## src/logic/alu_pkg.sv

```systemverilog
package alu_pkg;

    // data path width
    localparam int XLEN = 64;

    // operation codes carried from decode
    typedef enum logic [4:0] {
        ALU_ADD      = 5'd0,
        ALU_SUB      = 5'd1,
        ALU_RETURN_A = 5'd2,
        ALU_RETURN_B = 5'd3,
        ALU_XOR      = 5'd4,
        ALU_OR       = 5'd5,
        ALU_AND      = 5'd6,
        ALU_SLL      = 5'd7,
        ALU_SRL      = 5'd8,
        ALU_SRA      = 5'd9,
        ALU_SLT      = 5'd10,
        ALU_SLTU     = 5'd11,
        ALU_EQ       = 5'd12,
        ALU_GE       = 5'd13,
        ALU_GEU      = 5'd14,
        // handled by the iterative unit
        ALU_MUL      = 5'd15,
        ALU_DIV      = 5'd16,
        ALU_DIVU     = 5'd17,
        ALU_REM      = 5'd18,
        ALU_REMU     = 5'd19
    } alu_op_e;

    // first operand source
    typedef enum logic [1:0] {
        SEL_A_PC  = 2'd0,
        SEL_A_RS1 = 2'd1
    } sel_a_e;

    // second operand source, code 3 falls back to imm
    typedef enum logic [1:0] {
        SEL_B_IMM = 2'd0,
        SEL_B_RS2 = 2'd1,
        SEL_B_CSR = 2'd2
    } sel_b_e;

    // true for operations that go to the multi-cycle unit
    function automatic logic is_muldiv(alu_op_e op);
        return op inside {ALU_MUL, ALU_DIV, ALU_DIVU, ALU_REM, ALU_REMU};
    endfunction

endpackage

```

## src/logic/exec_pkg.sv

```systemverilog
package exec_pkg;

    // raw issue bundle as it arrives from decode
    typedef struct packed {
        alu_pkg::alu_op_e         op;
        alu_pkg::sel_a_e          sel_a;
        alu_pkg::sel_b_e          sel_b;
        // word flag, rs1 taken as 32 bits
        logic                     word;
        logic [alu_pkg::XLEN-1:0] pc;
        logic [alu_pkg::XLEN-1:0] rs1;
        logic [alu_pkg::XLEN-1:0] rs2;
        logic [alu_pkg::XLEN-1:0] csr;
        logic [alu_pkg::XLEN-1:0] imm;
    } issue_t;

    // operands after selection and trimming
    typedef struct packed {
        alu_pkg::alu_op_e         op;
        logic                     word;
        logic [alu_pkg::XLEN-1:0] a;
        logic [alu_pkg::XLEN-1:0] b;
    } operand_t;

    // value written back by either result source
    typedef struct packed {
        logic [alu_pkg::XLEN-1:0] value;
    } result_t;

endpackage

```

## src/logic/stage_reg.sv

```systemverilog
module stage_reg #(
    parameter type payload_t = logic
) (
    input  logic     clk,
    input  logic     reset,
    input  logic     flush,
    input  logic     in_valid,
    input  payload_t in_data,
    output logic     out_valid,
    output payload_t out_data
);

    // valid bit, dropped on reset or flush
    always_ff @(posedge clk) begin
        if (reset || flush) begin
            out_valid <= 1'b0;
        end else begin
            out_valid <= in_valid;
        end
    end

    // payload only moves when a new entry arrives
    always_ff @(posedge clk) begin
        if (in_valid) begin
            out_data <= in_data;
        end
    end

endmodule

```

## src/logic/operand_select.sv

```systemverilog
module operand_select (
    input  exec_pkg::issue_t   issue,
    output exec_pkg::operand_t operands
);

    logic [alu_pkg::XLEN-1:0] rs1_trim;

    always_comb begin
        // word form keeps the low half of rs1, upper half zero
        if (issue.word) begin
            rs1_trim = {{(alu_pkg::XLEN-32){1'b0}}, issue.rs1[31:0]};
        end else begin
            rs1_trim = issue.rs1;
        end

        operands.op   = issue.op;
        operands.word = issue.word;

        // operand a is pc or rs1
        if (issue.sel_a == alu_pkg::SEL_A_RS1) begin
            operands.a = rs1_trim;
        end else begin
            operands.a = issue.pc;
        end

        // operand b is rs2, csr or imm
        case (issue.sel_b)
            alu_pkg::SEL_B_RS2: begin
                operands.b = issue.rs2;
            end
            alu_pkg::SEL_B_CSR: begin
                operands.b = issue.csr;
            end
            default: begin
                operands.b = issue.imm;
            end
        endcase
    end

endmodule

```

## src/logic/int_alu.sv

```systemverilog
module int_alu (
    input  logic               clk,
    input  logic               reset,
    input  logic               flush,
    input  logic               in_valid,
    input  exec_pkg::operand_t operands,
    output logic               done,
    output exec_pkg::result_t  result
);

    localparam int XLEN = alu_pkg::XLEN;

    logic [XLEN-1:0] a;
    logic [XLEN-1:0] b;
    logic [5:0]      shamt;
    logic [31:0]     sra_word;
    logic [XLEN-1:0] value;

    always_comb begin
        a     = operands.a;
        b     = operands.b;
        // only the low 6 bits of b count as shift amount
        shamt = b[5:0];
        // word SRA works on the low half, then zero-extends
        sra_word = $signed(a[31:0]) >>> shamt;

        case (operands.op)
            alu_pkg::ALU_ADD:      value = a + b;
            alu_pkg::ALU_SUB:      value = a - b;
            alu_pkg::ALU_RETURN_A: value = a;
            alu_pkg::ALU_RETURN_B: value = b;
            alu_pkg::ALU_XOR:      value = a ^ b;
            alu_pkg::ALU_OR:       value = a | b;
            alu_pkg::ALU_AND:      value = a & b;
            alu_pkg::ALU_SLL:      value = a << shamt;
            alu_pkg::ALU_SRL:      value = a >> shamt;
            alu_pkg::ALU_SRA: begin
                if (operands.word) begin
                    value = {{(XLEN-32){1'b0}}, sra_word};
                end else begin
                    value = $signed(a) >>> shamt;
                end
            end
            // compares give 1 or 0
            alu_pkg::ALU_SLT:  value = {{(XLEN-1){1'b0}}, $signed(a) < $signed(b)};
            alu_pkg::ALU_SLTU: value = {{(XLEN-1){1'b0}}, a < b};
            alu_pkg::ALU_EQ:   value = {{(XLEN-1){1'b0}}, a == b};
            alu_pkg::ALU_GE:   value = {{(XLEN-1){1'b0}}, $signed(a) >= $signed(b)};
            alu_pkg::ALU_GEU:  value = {{(XLEN-1){1'b0}}, a >= b};
            // mul/div codes and unknown codes land here
            default:           value = '0;
        endcase
    end

    // done only for single-cycle work, mul/div has its own pulse
    always_ff @(posedge clk) begin
        if (reset || flush) begin
            done <= 1'b0;
        end else begin
            done <= in_valid && !alu_pkg::is_muldiv(operands.op);
        end
    end

    always_ff @(posedge clk) begin
        if (in_valid) begin
            result.value <= value;
        end
    end

endmodule

```

## src/logic/mul_div_unit.sv

```systemverilog
module mul_div_unit #(
    parameter int DIV_ENABLE = 1
) (
    input  logic               clk,
    input  logic               reset,
    input  logic               flush,
    input  logic               start,
    input  exec_pkg::operand_t operands,
    output logic               busy,
    output logic               done,
    output exec_pkg::result_t  result
);

    localparam int XLEN = alu_pkg::XLEN;

    typedef enum logic [1:0] {
        ST_IDLE,
        ST_MUL,
        ST_DIV,
        ST_FINISH
    } state_e;

    state_e state;

    // acc is product or partial remainder
    // opnd is multiplicand or divisor magnitude
    // shreg is multiplier or quotient under construction
    logic [XLEN-1:0] acc;
    logic [XLEN-1:0] opnd;
    logic [XLEN-1:0] shreg;
    logic [5:0]      count;
    logic            neg_q;
    logic            neg_r;
    logic            rem_sel;

    // decode at start
    logic            is_div_op;
    logic            is_signed_op;
    logic            op_is_rem;
    logic            a_neg;
    logic            b_neg;
    logic [XLEN-1:0] a_mag;
    logic [XLEN-1:0] b_mag;

    // one iteration of either algorithm
    logic [XLEN-1:0] acc_add;
    logic [XLEN:0]   rem_shift;
    logic            rem_ge;
    logic [XLEN-1:0] rem_next;
    logic [XLEN-1:0] quo_next;
    logic [XLEN-1:0] quo_fix;
    logic [XLEN-1:0] rem_fix;

    always_comb begin
        is_div_op    = operands.op inside {alu_pkg::ALU_DIV, alu_pkg::ALU_DIVU,
                                           alu_pkg::ALU_REM, alu_pkg::ALU_REMU};
        is_signed_op = operands.op inside {alu_pkg::ALU_DIV, alu_pkg::ALU_REM};
        op_is_rem    = operands.op inside {alu_pkg::ALU_REM, alu_pkg::ALU_REMU};
        a_neg        = is_signed_op && operands.a[XLEN-1];
        b_neg        = is_signed_op && operands.b[XLEN-1];
        a_mag        = a_neg ? -operands.a : operands.a;
        b_mag        = b_neg ? -operands.b : operands.b;
    end

    always_comb begin
        // shift-add step
        acc_add   = shreg[0] ? acc + opnd : acc;
        // restoring step, bring down next dividend bit
        rem_shift = {acc, shreg[XLEN-1]};
        rem_ge    = rem_shift >= {1'b0, opnd};
        rem_next  = rem_ge ? rem_shift[XLEN-1:0] - opnd : rem_shift[XLEN-1:0];
        quo_next  = {shreg[XLEN-2:0], rem_ge};
        // sign fix on the last step
        // min / -1 already gives 2^63 here, which is the dividend
        quo_fix   = neg_q ? -quo_next : quo_next;
        rem_fix   = neg_r ? -rem_next : rem_next;
    end

    // control, busy falls on the same edge done rises
    always_ff @(posedge clk) begin
        if (reset || flush) begin
            state <= ST_IDLE;
            busy  <= 1'b0;
            done  <= 1'b0;
        end else begin
            done <= 1'b0;
            case (state)
                ST_IDLE: begin
                    if (start) begin
                        busy <= 1'b1;
                        if (!is_div_op) begin
                            state <= ST_MUL;
                        end else if (DIV_ENABLE == 0 || operands.b == '0) begin
                            state <= ST_FINISH;
                        end else begin
                            state <= ST_DIV;
                        end
                    end
                end
                ST_MUL: begin
                    // stop once no multiplier bits remain
                    if (shreg[XLEN-1:1] == '0) begin
                        state <= ST_IDLE;
                        busy  <= 1'b0;
                        done  <= 1'b1;
                    end
                end
                ST_DIV: begin
                    if (count == '0) begin
                        state <= ST_IDLE;
                        busy  <= 1'b0;
                        done  <= 1'b1;
                    end
                end
                default: begin
                    state <= ST_IDLE;
                    busy  <= 1'b0;
                    done  <= 1'b1;
                end
            endcase
        end
    end

    // datapath
    always_ff @(posedge clk) begin
        case (state)
            ST_IDLE: begin
                if (start) begin
                    count   <= 6'd63;
                    neg_q   <= a_neg ^ b_neg;
                    neg_r   <= a_neg;
                    rem_sel <= op_is_rem;
                    acc     <= '0;
                    if (is_div_op) begin
                        opnd  <= b_mag;
                        shreg <= a_mag;
                    end else begin
                        opnd  <= operands.a;
                        shreg <= operands.b;
                    end
                    // early answers for disabled divide and zero divisor
                    if (DIV_ENABLE == 0) begin
                        result.value <= '0;
                    end else begin
                        result.value <= op_is_rem ? operands.a : '1;
                    end
                end
            end
            ST_MUL: begin
                acc          <= acc_add;
                opnd         <= opnd << 1;
                shreg        <= shreg >> 1;
                result.value <= acc_add;
            end
            ST_DIV: begin
                acc          <= rem_next;
                shreg        <= quo_next;
                count        <= count - 6'd1;
                result.value <= rem_sel ? rem_fix : quo_fix;
            end
            default: begin
            end
        endcase
    end

endmodule

```

## src/logic/exec_top.sv

```systemverilog
module exec_top #(
    parameter int DIV_ENABLE = 1
) (
    input  logic              clk,
    input  logic              reset,
    input  logic              flush,
    input  logic              issue_valid,
    input  exec_pkg::issue_t  issue,
    output logic              result_valid,
    output exec_pkg::result_t result,
    output logic              busy
);

    logic               issue_q_valid;
    exec_pkg::issue_t   issue_q_data;
    exec_pkg::operand_t operands_d;
    logic               operand_q_valid;
    exec_pkg::operand_t operand_q_data;

    logic               md_pending;
    logic               issue_accept;
    logic               md_start;
    logic               alu_done;
    logic               md_done;
    exec_pkg::result_t  alu_result;
    exec_pkg::result_t  md_result;

    // a mul/div anywhere in the pipe blocks new issues
    assign md_pending = busy
                     || (issue_q_valid && alu_pkg::is_muldiv(issue_q_data.op))
                     || (operand_q_valid && alu_pkg::is_muldiv(operand_q_data.op));
    assign issue_accept = issue_valid && !md_pending;

    stage_reg #(.payload_t(exec_pkg::issue_t)) issue_q (
        .clk       (clk),
        .reset     (reset),
        .flush     (flush),
        .in_valid  (issue_accept),
        .in_data   (issue),
        .out_valid (issue_q_valid),
        .out_data  (issue_q_data)
    );

    operand_select u_operand_select (
        .issue    (issue_q_data),
        .operands (operands_d)
    );

    stage_reg #(.payload_t(exec_pkg::operand_t)) operand_q (
        .clk       (clk),
        .reset     (reset),
        .flush     (flush),
        .in_valid  (issue_q_valid),
        .in_data   (operands_d),
        .out_valid (operand_q_valid),
        .out_data  (operand_q_data)
    );

    int_alu u_int_alu (
        .clk      (clk),
        .reset    (reset),
        .flush    (flush),
        .in_valid (operand_q_valid),
        .operands (operand_q_data),
        .done     (alu_done),
        .result   (alu_result)
    );

    // mul/div leaves operand_q straight into the iterative unit
    assign md_start = operand_q_valid && alu_pkg::is_muldiv(operand_q_data.op);

    mul_div_unit #(.DIV_ENABLE(DIV_ENABLE)) u_mul_div_unit (
        .clk      (clk),
        .reset    (reset),
        .flush    (flush),
        .start    (md_start),
        .operands (operand_q_data),
        .busy     (busy),
        .done     (md_done),
        .result   (md_result)
    );

    // the two done pulses never overlap
    assign result_valid = alu_done || md_done;
    assign result       = md_done ? md_result : alu_result;

endmodule

```

## config.mk

```make
export PLATFORM = sky130hd
export DESIGN_NAME = exec_top
export DESIGN_NICKNAME = d
export VERILOG_FILES = /design/src/logic/alu_pkg.sv /design/src/logic/exec_pkg.sv /design/src/logic/stage_reg.sv /design/src/logic/operand_select.sv /design/src/logic/int_alu.sv /design/src/logic/mul_div_unit.sv /design/src/logic/exec_top.sv
export SDC_FILE = /design/constraint.sdc
export NUM_CORES = 2
export LEC_CHECK = 0
export ABC_CLOCK_PERIOD_IN_PS = 67600
export BUFFER_PORTS_ARGS = -buffer_cell sky130_fd_sc_hd__clkbuf_2
export CORE_MARGIN = 2
export CORE_UTILIZATION = 26
export DETAILED_ROUTE_END_ITERATION = 6
export PLACE_DENSITY = 0.44
export SLEW_MARGIN = 40
export SYNTH_ARGS = -nofsm -noshare
export SYNTH_HDL_FRONTEND = slang
export SYNTH_SLANG_ARGS = --single-unit
```

## constraint.sdc

```tcl
create_clock -name clk -period 67.6 [get_ports clk]
set_input_delay 6.76 -clock clk [delete_from_list [all_inputs] [get_ports clk]]
set_output_delay 6.76 -clock clk [all_outputs]
set_load 0.05 [all_outputs]
```

### Word level (Yosys, flattened, before mapping)

Index checks and enable logic that the tools add are counted.

| operators by class | value |
|---|---|
| shift-type cells | 4 |
| equal/unequal tests | 33 |
| reduce and logical (&&, ||, !) cells | 30 |
| add/subtract/negate cells | 9 |
| bitwise logic cells | 4 |
| muxes and demuxes | 39 |
| order comparisons | 5 |

Operator list:

| kind | count |
|---|---|
| 2-to-1 mux 64 bit | 18 |
| one-hot mux 64 bit (15 select lines) | 1 |
| one-hot mux 64 bit (3 select lines) | 3 |
| negator 64 bit | 4 |
| one-hot mux 64 bit (2 select lines) | 2 |
| adder 64 bit | 2 |
| greater-or-equal comparator 64 bit | 2 |
| < comparator 64 bit | 2 |
| subtractor 64 bit | 2 |
| greater-or-equal comparator 65 x 64 -> 1 bit | 1 |
| AND 64 bit | 1 |
| == test 64 bit | 1 |
| zero test 64 bit | 1 |
| bitwise OR 64 bit | 1 |
| left shift 64 x 6 -> 64 bit | 1 |
| right shift 64 x 6 -> 64 bit | 1 |
| >>> shifter 64 x 6 -> 64 bit | 1 |
| bitwise XOR 64 bit | 1 |
| zero test 63 bit | 1 |
| == test 5 x 4 -> 1 bit, second input constant | 9 |
| == test 5 bit, second input constant | 8 |
| >>> shifter 32 x 6 -> 32 bit | 1 |
| == test 5 x 3 -> 1 bit, second input constant | 4 |
| one-hot mux 6 bit (2 select lines) | 1 |
| other kinds (25) | 55 |

| storage, ports and cells | value |
|---|---|
| word-level logic and storage cells | 152 |
| register bits after elaboration | 800 |
| output and inout bits | 66 |
| input port bits | 334 |

### Depth between registers and ports, before layout

| depth | value |
|---|---|
| word-level depth | 7 |
| mapped depth | 30 |
| depth with buffers taken out | 22 |

### Hierarchy

Synthesis repeated with hierarchy kept, for this count alone.

| second synthesis, totals | value |
|---|---|
| cells, all modules | 8,245 |
| area total of the unflattened synthesis | 71,524.8 um^2 |

By module, submodules not included:

| module | seq. area each (um^2) | cells an instance | area an instance (um^2) | times used |
|---|---|---|---|---|
| mul_div_unit | 8,037.7 | 3,918 | 30,186.5 | 1 |
| int_alu | 1,941.9 | 3,440 | 23,705.2 | 1 |
| stage_reg at issue_q | 9,929.5 | 332 | 9,942.0 | 1 |
| stage_reg at operand_q | 4,043.9 | 136 | 4,056.4 | 1 |
| operand_select | 0.0 | 337 | 2,591.2 | 1 |
| exec_top | 0.0 | 82 | 1,043.5 | 1 |

### Least setup slack after synthesis

Ideal clock, no wire load.

| path | value |
|---|---|
| path kind | input -> register |
| start | in issue_valid |
| end | reg issue_q.out_valid |
| arrival time | 60,517 ps |
| required time | 67,359 ps |
| setup time | 241 ps |
| buffers on the path | 0 |
| stages on the path | 3 |
| path slack | 6,842 ps |
| path through | inv_1 > a2111oi_0 > and2_1 |

| on the way | value |
|---|---|
| cells in the longest elaborated chain, start to end | 1 |

RTL lines:

| what | RTL line | text |
|---|---|---|
| start, declared | exec_top.sv:7 | `input logic issue_valid,` |
| logical AND 1 bit | exec_top.sv:32 | `assign issue_accept = issue_valid && !md_pending;` |
| via issue_accept | exec_top.sv:21 | `logic issue_accept;` |
| end signal, assigned | stage_reg.sv:18 | `out_valid <= in_valid;` |
| end, declared | stage_reg.sv:9 | `output logic out_valid,` |

The timed path passes the listed nets, and every way through them passes these cells.
A chain may end at the register's enable or synchronous reset.

==> out/metrics.yaml <==
status:
  status: "finished with violations"
  violations: "DRC"
sta:
  fin_crit_ns: 9.46
  fin_skew_ns: 0.0479
  tightest_slew_ns: 1.01
  setup_violations: 0
  final_max_slew_viol_count: 0
  grt_setup_unrepaired: "false"
  relSlewSlack_pct: 32.1
  finalWorstSetupSlack_ns: 58.14
  fmax_ghz: 0.106
  post-route-period-util_pct: 14.0
  hold_viol: 0
  fin_tns_setup_ns: 0
route:
  wire_per_inst_um: 31.8
  wirelength_mm: 366
  firstDrtPassIters: 7
  drtIter0Drc: 8703
  drc: 7
  ant_nets: 0
  vias_per_cell: 5.90
  vias: 68000
layout:
  nFillCells: 27800
  syn2layout_area_growth_pct: 14.2
  fin_util_pct: 29.9
  drive_gt1_share_pct: 14.5
  layout.nets: 8702
cts:
  cts_sinks: 800
  cts_tree: "done"
  clkLatencyLatePin_ns: 0.78
  clock_path_buffers: 3
  cts_setup_buffers: 0
  post_cts_resized: 0
  root_buffer: "clkbuf_16"
  cts_buffers: 99
  clk_pin_slew_ns: 0.06
  ctsHoldBuffers: 0
  cts.htree.levels: 3
synth:
  synth-seq-cells: 800
  synth_ff_type: "edfxtp_1"
  ys_warn_count: 0
  synth.distinct_cells: 102
  yosys.area.top_type: "edfxtp_1"
  synthCells: 7883
  async_flop_share_pct: 0
  yosysTopAreaCellShare_pct: 35.0
  synth_edf_count: 793
  synth_fp_nets: 8553
  ys_seq_area_share_pct: 35.3
  synth_area_leaders: "edfxtp_1 35%, ha_1 6.1%, a21oi_1 5.7%, o21ai_0 5.2%, nor2_1 4.6%"
  synth_area_per_cell_um2: 8.62
  synth_area_um2: 67900
worst_setup_path:
  path_class: "flop to output port"
  cp_data_arrival_time_ns: 2.70
  cp-start-kind: "flop"
  crit_required_ns: 60.84
  setup.worst_path.end_class: "output port"
  cp_max_fo: 40
global_routing:
  grt_pass1_wl_mm: 507
  grt.overflow.total: 0
  grt_pass1_vias: 64800
  grt_util_all_layers_pct: 26.6
  antenna_found_initial: 47
  grt_start_max_net_pins: 127
floorplanning:
  die-area_um2: 265000
  initial_core_util_pct: 26.2
  rows: 187
  die_h_um: 515
  die_w_um: 515
  io_pins: 400
  core-area_um2: 260000
placement:
  portBuffers: 399
  place.gp.congestion: 1.02
  pre_cts_ws_ns: 57.44
  dp_hpwl_mm: 289
power:
  vdd_drop_max_uv: 18.8
  p_leak_nw: 28.3
  power_density_nw_per_um2: 17.2
flow_run:
  maxCapViolations: 0
worst_hold_path:
  min-delay-path-class: "flop to flop"
-- area by class of cell --
type / instances / area (µm²) / area share (%)
Timing Repair Buffer: 638 / 3910 / 5.04
Antenna cell: 17 / 42.5 / 0.0548
Inverter: 335 / 1260 / 1.63
Tap cell: 3402 / 4260 / 5.49
Sequential cell: 800 / 24000 / 30.9
Clock inverter: 66 / 734 / 0.946
Clock buffer: 116 / 2540 / 3.27
Multi-Input combinational cell: 6158 / 40900 / 52.7
-- critical path, stage by stage (launching register included) --
cell and delay [ns]:
dfxtp_4 0.66, buf_4 0.54, mux2_2 0.40, clkbuf_2 0.23
-- final timing paths --
path / to / depth (start not counted) / start / slack [ns]
worst max-delay path: result[63] / 3 / u_mul_div_unit.done$_SDFF_PP0_ / 58.14
worst min-delay path: operand_q.out_data[130]$_DFFE_PP_ / 0 / issue_q.out_data[326]$_DFFE_PP_ / 0.47
worst max register to register: u_mul_div_unit.result[48]$_DFFE_PP_ / 20 / u_mul_div_unit.acc[9]$_DFFE_PP_ / 59.33
worst min register to register: operand_q.out_data[130]$_DFFE_PP_ / 0 / issue_q.out_data[326]$_DFFE_PP_ / 0.47
-- where the power goes --
part           total, mW  internal (mW)  switching [mW]
Combinational      0.213         0.0634           0.150
Sequential         0.576          0.565          0.0116
Clock              0.547          0.310           0.236
Total               1.34          0.938           0.398
-- through the flow --
step	cells	power, mW	hold WS (ns)	cell area [µm²]
floorplan	7883	0.714	0.426	67900
global placement	11300	0.792	0.455	73900
detailed placement	11300	0.793	0.452	74200
CTS	11500	1.35	0.466	77500
global route	11500	1.38	0.472	77600
finish	11500	1.34	0.467	77600
-- layer usage --
metal  track usage [%]  vias up  share of wire [%]
li1                  -    30000                  -
met1              35.8    33800                 43
met2              40.4     3517                 43
met3              4.81      670                8.3
met4              13.8       22                5.8
met5                 0        -              0.043
-- cells in the final DEF (no fill, tap or decap), drive strengths merged, types with 84 or more instances in the layout --
cell	Yosys	layout
nor2	838	838
edfxtp	793	793
a21oi	768	768
o21ai	714	714
nand2	675	675
clkbuf	469	516
inv	328	336
ha	332	332
buf	121	238
xnor2	231	231
mux2i	198	198
mux2	170	170
nor3	162	162
a221oi	124	124
a21o	117	117
o211ai	113	113
a22oi	107	107
nand3	104	104
a211oi	97	97
nand2b	93	93
xor2	88	88
o21bai	88	88
a31oi	87	87
o31ai	84	84
-- synthesized netlist by cell type, drive strengths merged (31+ instances only) --
library cell,instances
nor2,838
edfxtp,793
a21oi,768
o21ai,714
nand2,675
clkbuf,469
ha,332
inv,328
xnor2,231
mux2i,198
mux2,170
nor3,162
a221oi,124
buf,121
a21o,117
o211ai,113
a22oi,107
nand3,104
a211oi,97
nand2b,93
o21bai,88
xor2,88
a31oi,87
o31ai,84
o22ai,80
nand4,76
or3,67
nor4,54
o21a,52
o221ai,50
mux4,49
a221o,44
a211o,35
or2,32
and3,31
o2111ai,31
-- flip-flops by register name, indices dropped and copies added, names as in the netlist --
| name | count |
|---|---|
| issue_q.out_data | 330 |
| operand_q.out_data | 134 |
| u_int_alu.result | 64 |
| u_mul_div_unit.acc | 64 |
| u_mul_div_unit.opnd | 64 |
| u_mul_div_unit.result | 64 |
| u_mul_div_unit.shreg | 64 |
| u_mul_div_unit.count | 6 |
| u_mul_div_unit.state | 2 |
| issue_q.out_valid | 1 |
| operand_q.out_valid | 1 |
| u_int_alu.done | 1 |
| u_mul_div_unit.busy | 1 |
| u_mul_div_unit.done | 1 |
| u_mul_div_unit.neg_q | 1 |
| u_mul_div_unit.neg_r | 1 |
| u_mul_div_unit.rem_sel | 1 |
-- cell families after synthesis --
logic type / count (synthesis) / share of synthesized area [%]
AO/OA/AOI/OAI: 2826 / 26.9
AND/OR/NAND/NOR: 2260 / 15.0
buffers and inverters: 925 / 5.17
flip-flops: 800 / 35.3
multiplexers: 417 / 7.36
adder cells (fa/ha/maj): 336 / 6.23
XOR/XNOR: 319 / 4.11
Note: power is estimated with default switching activity, not from simulation.
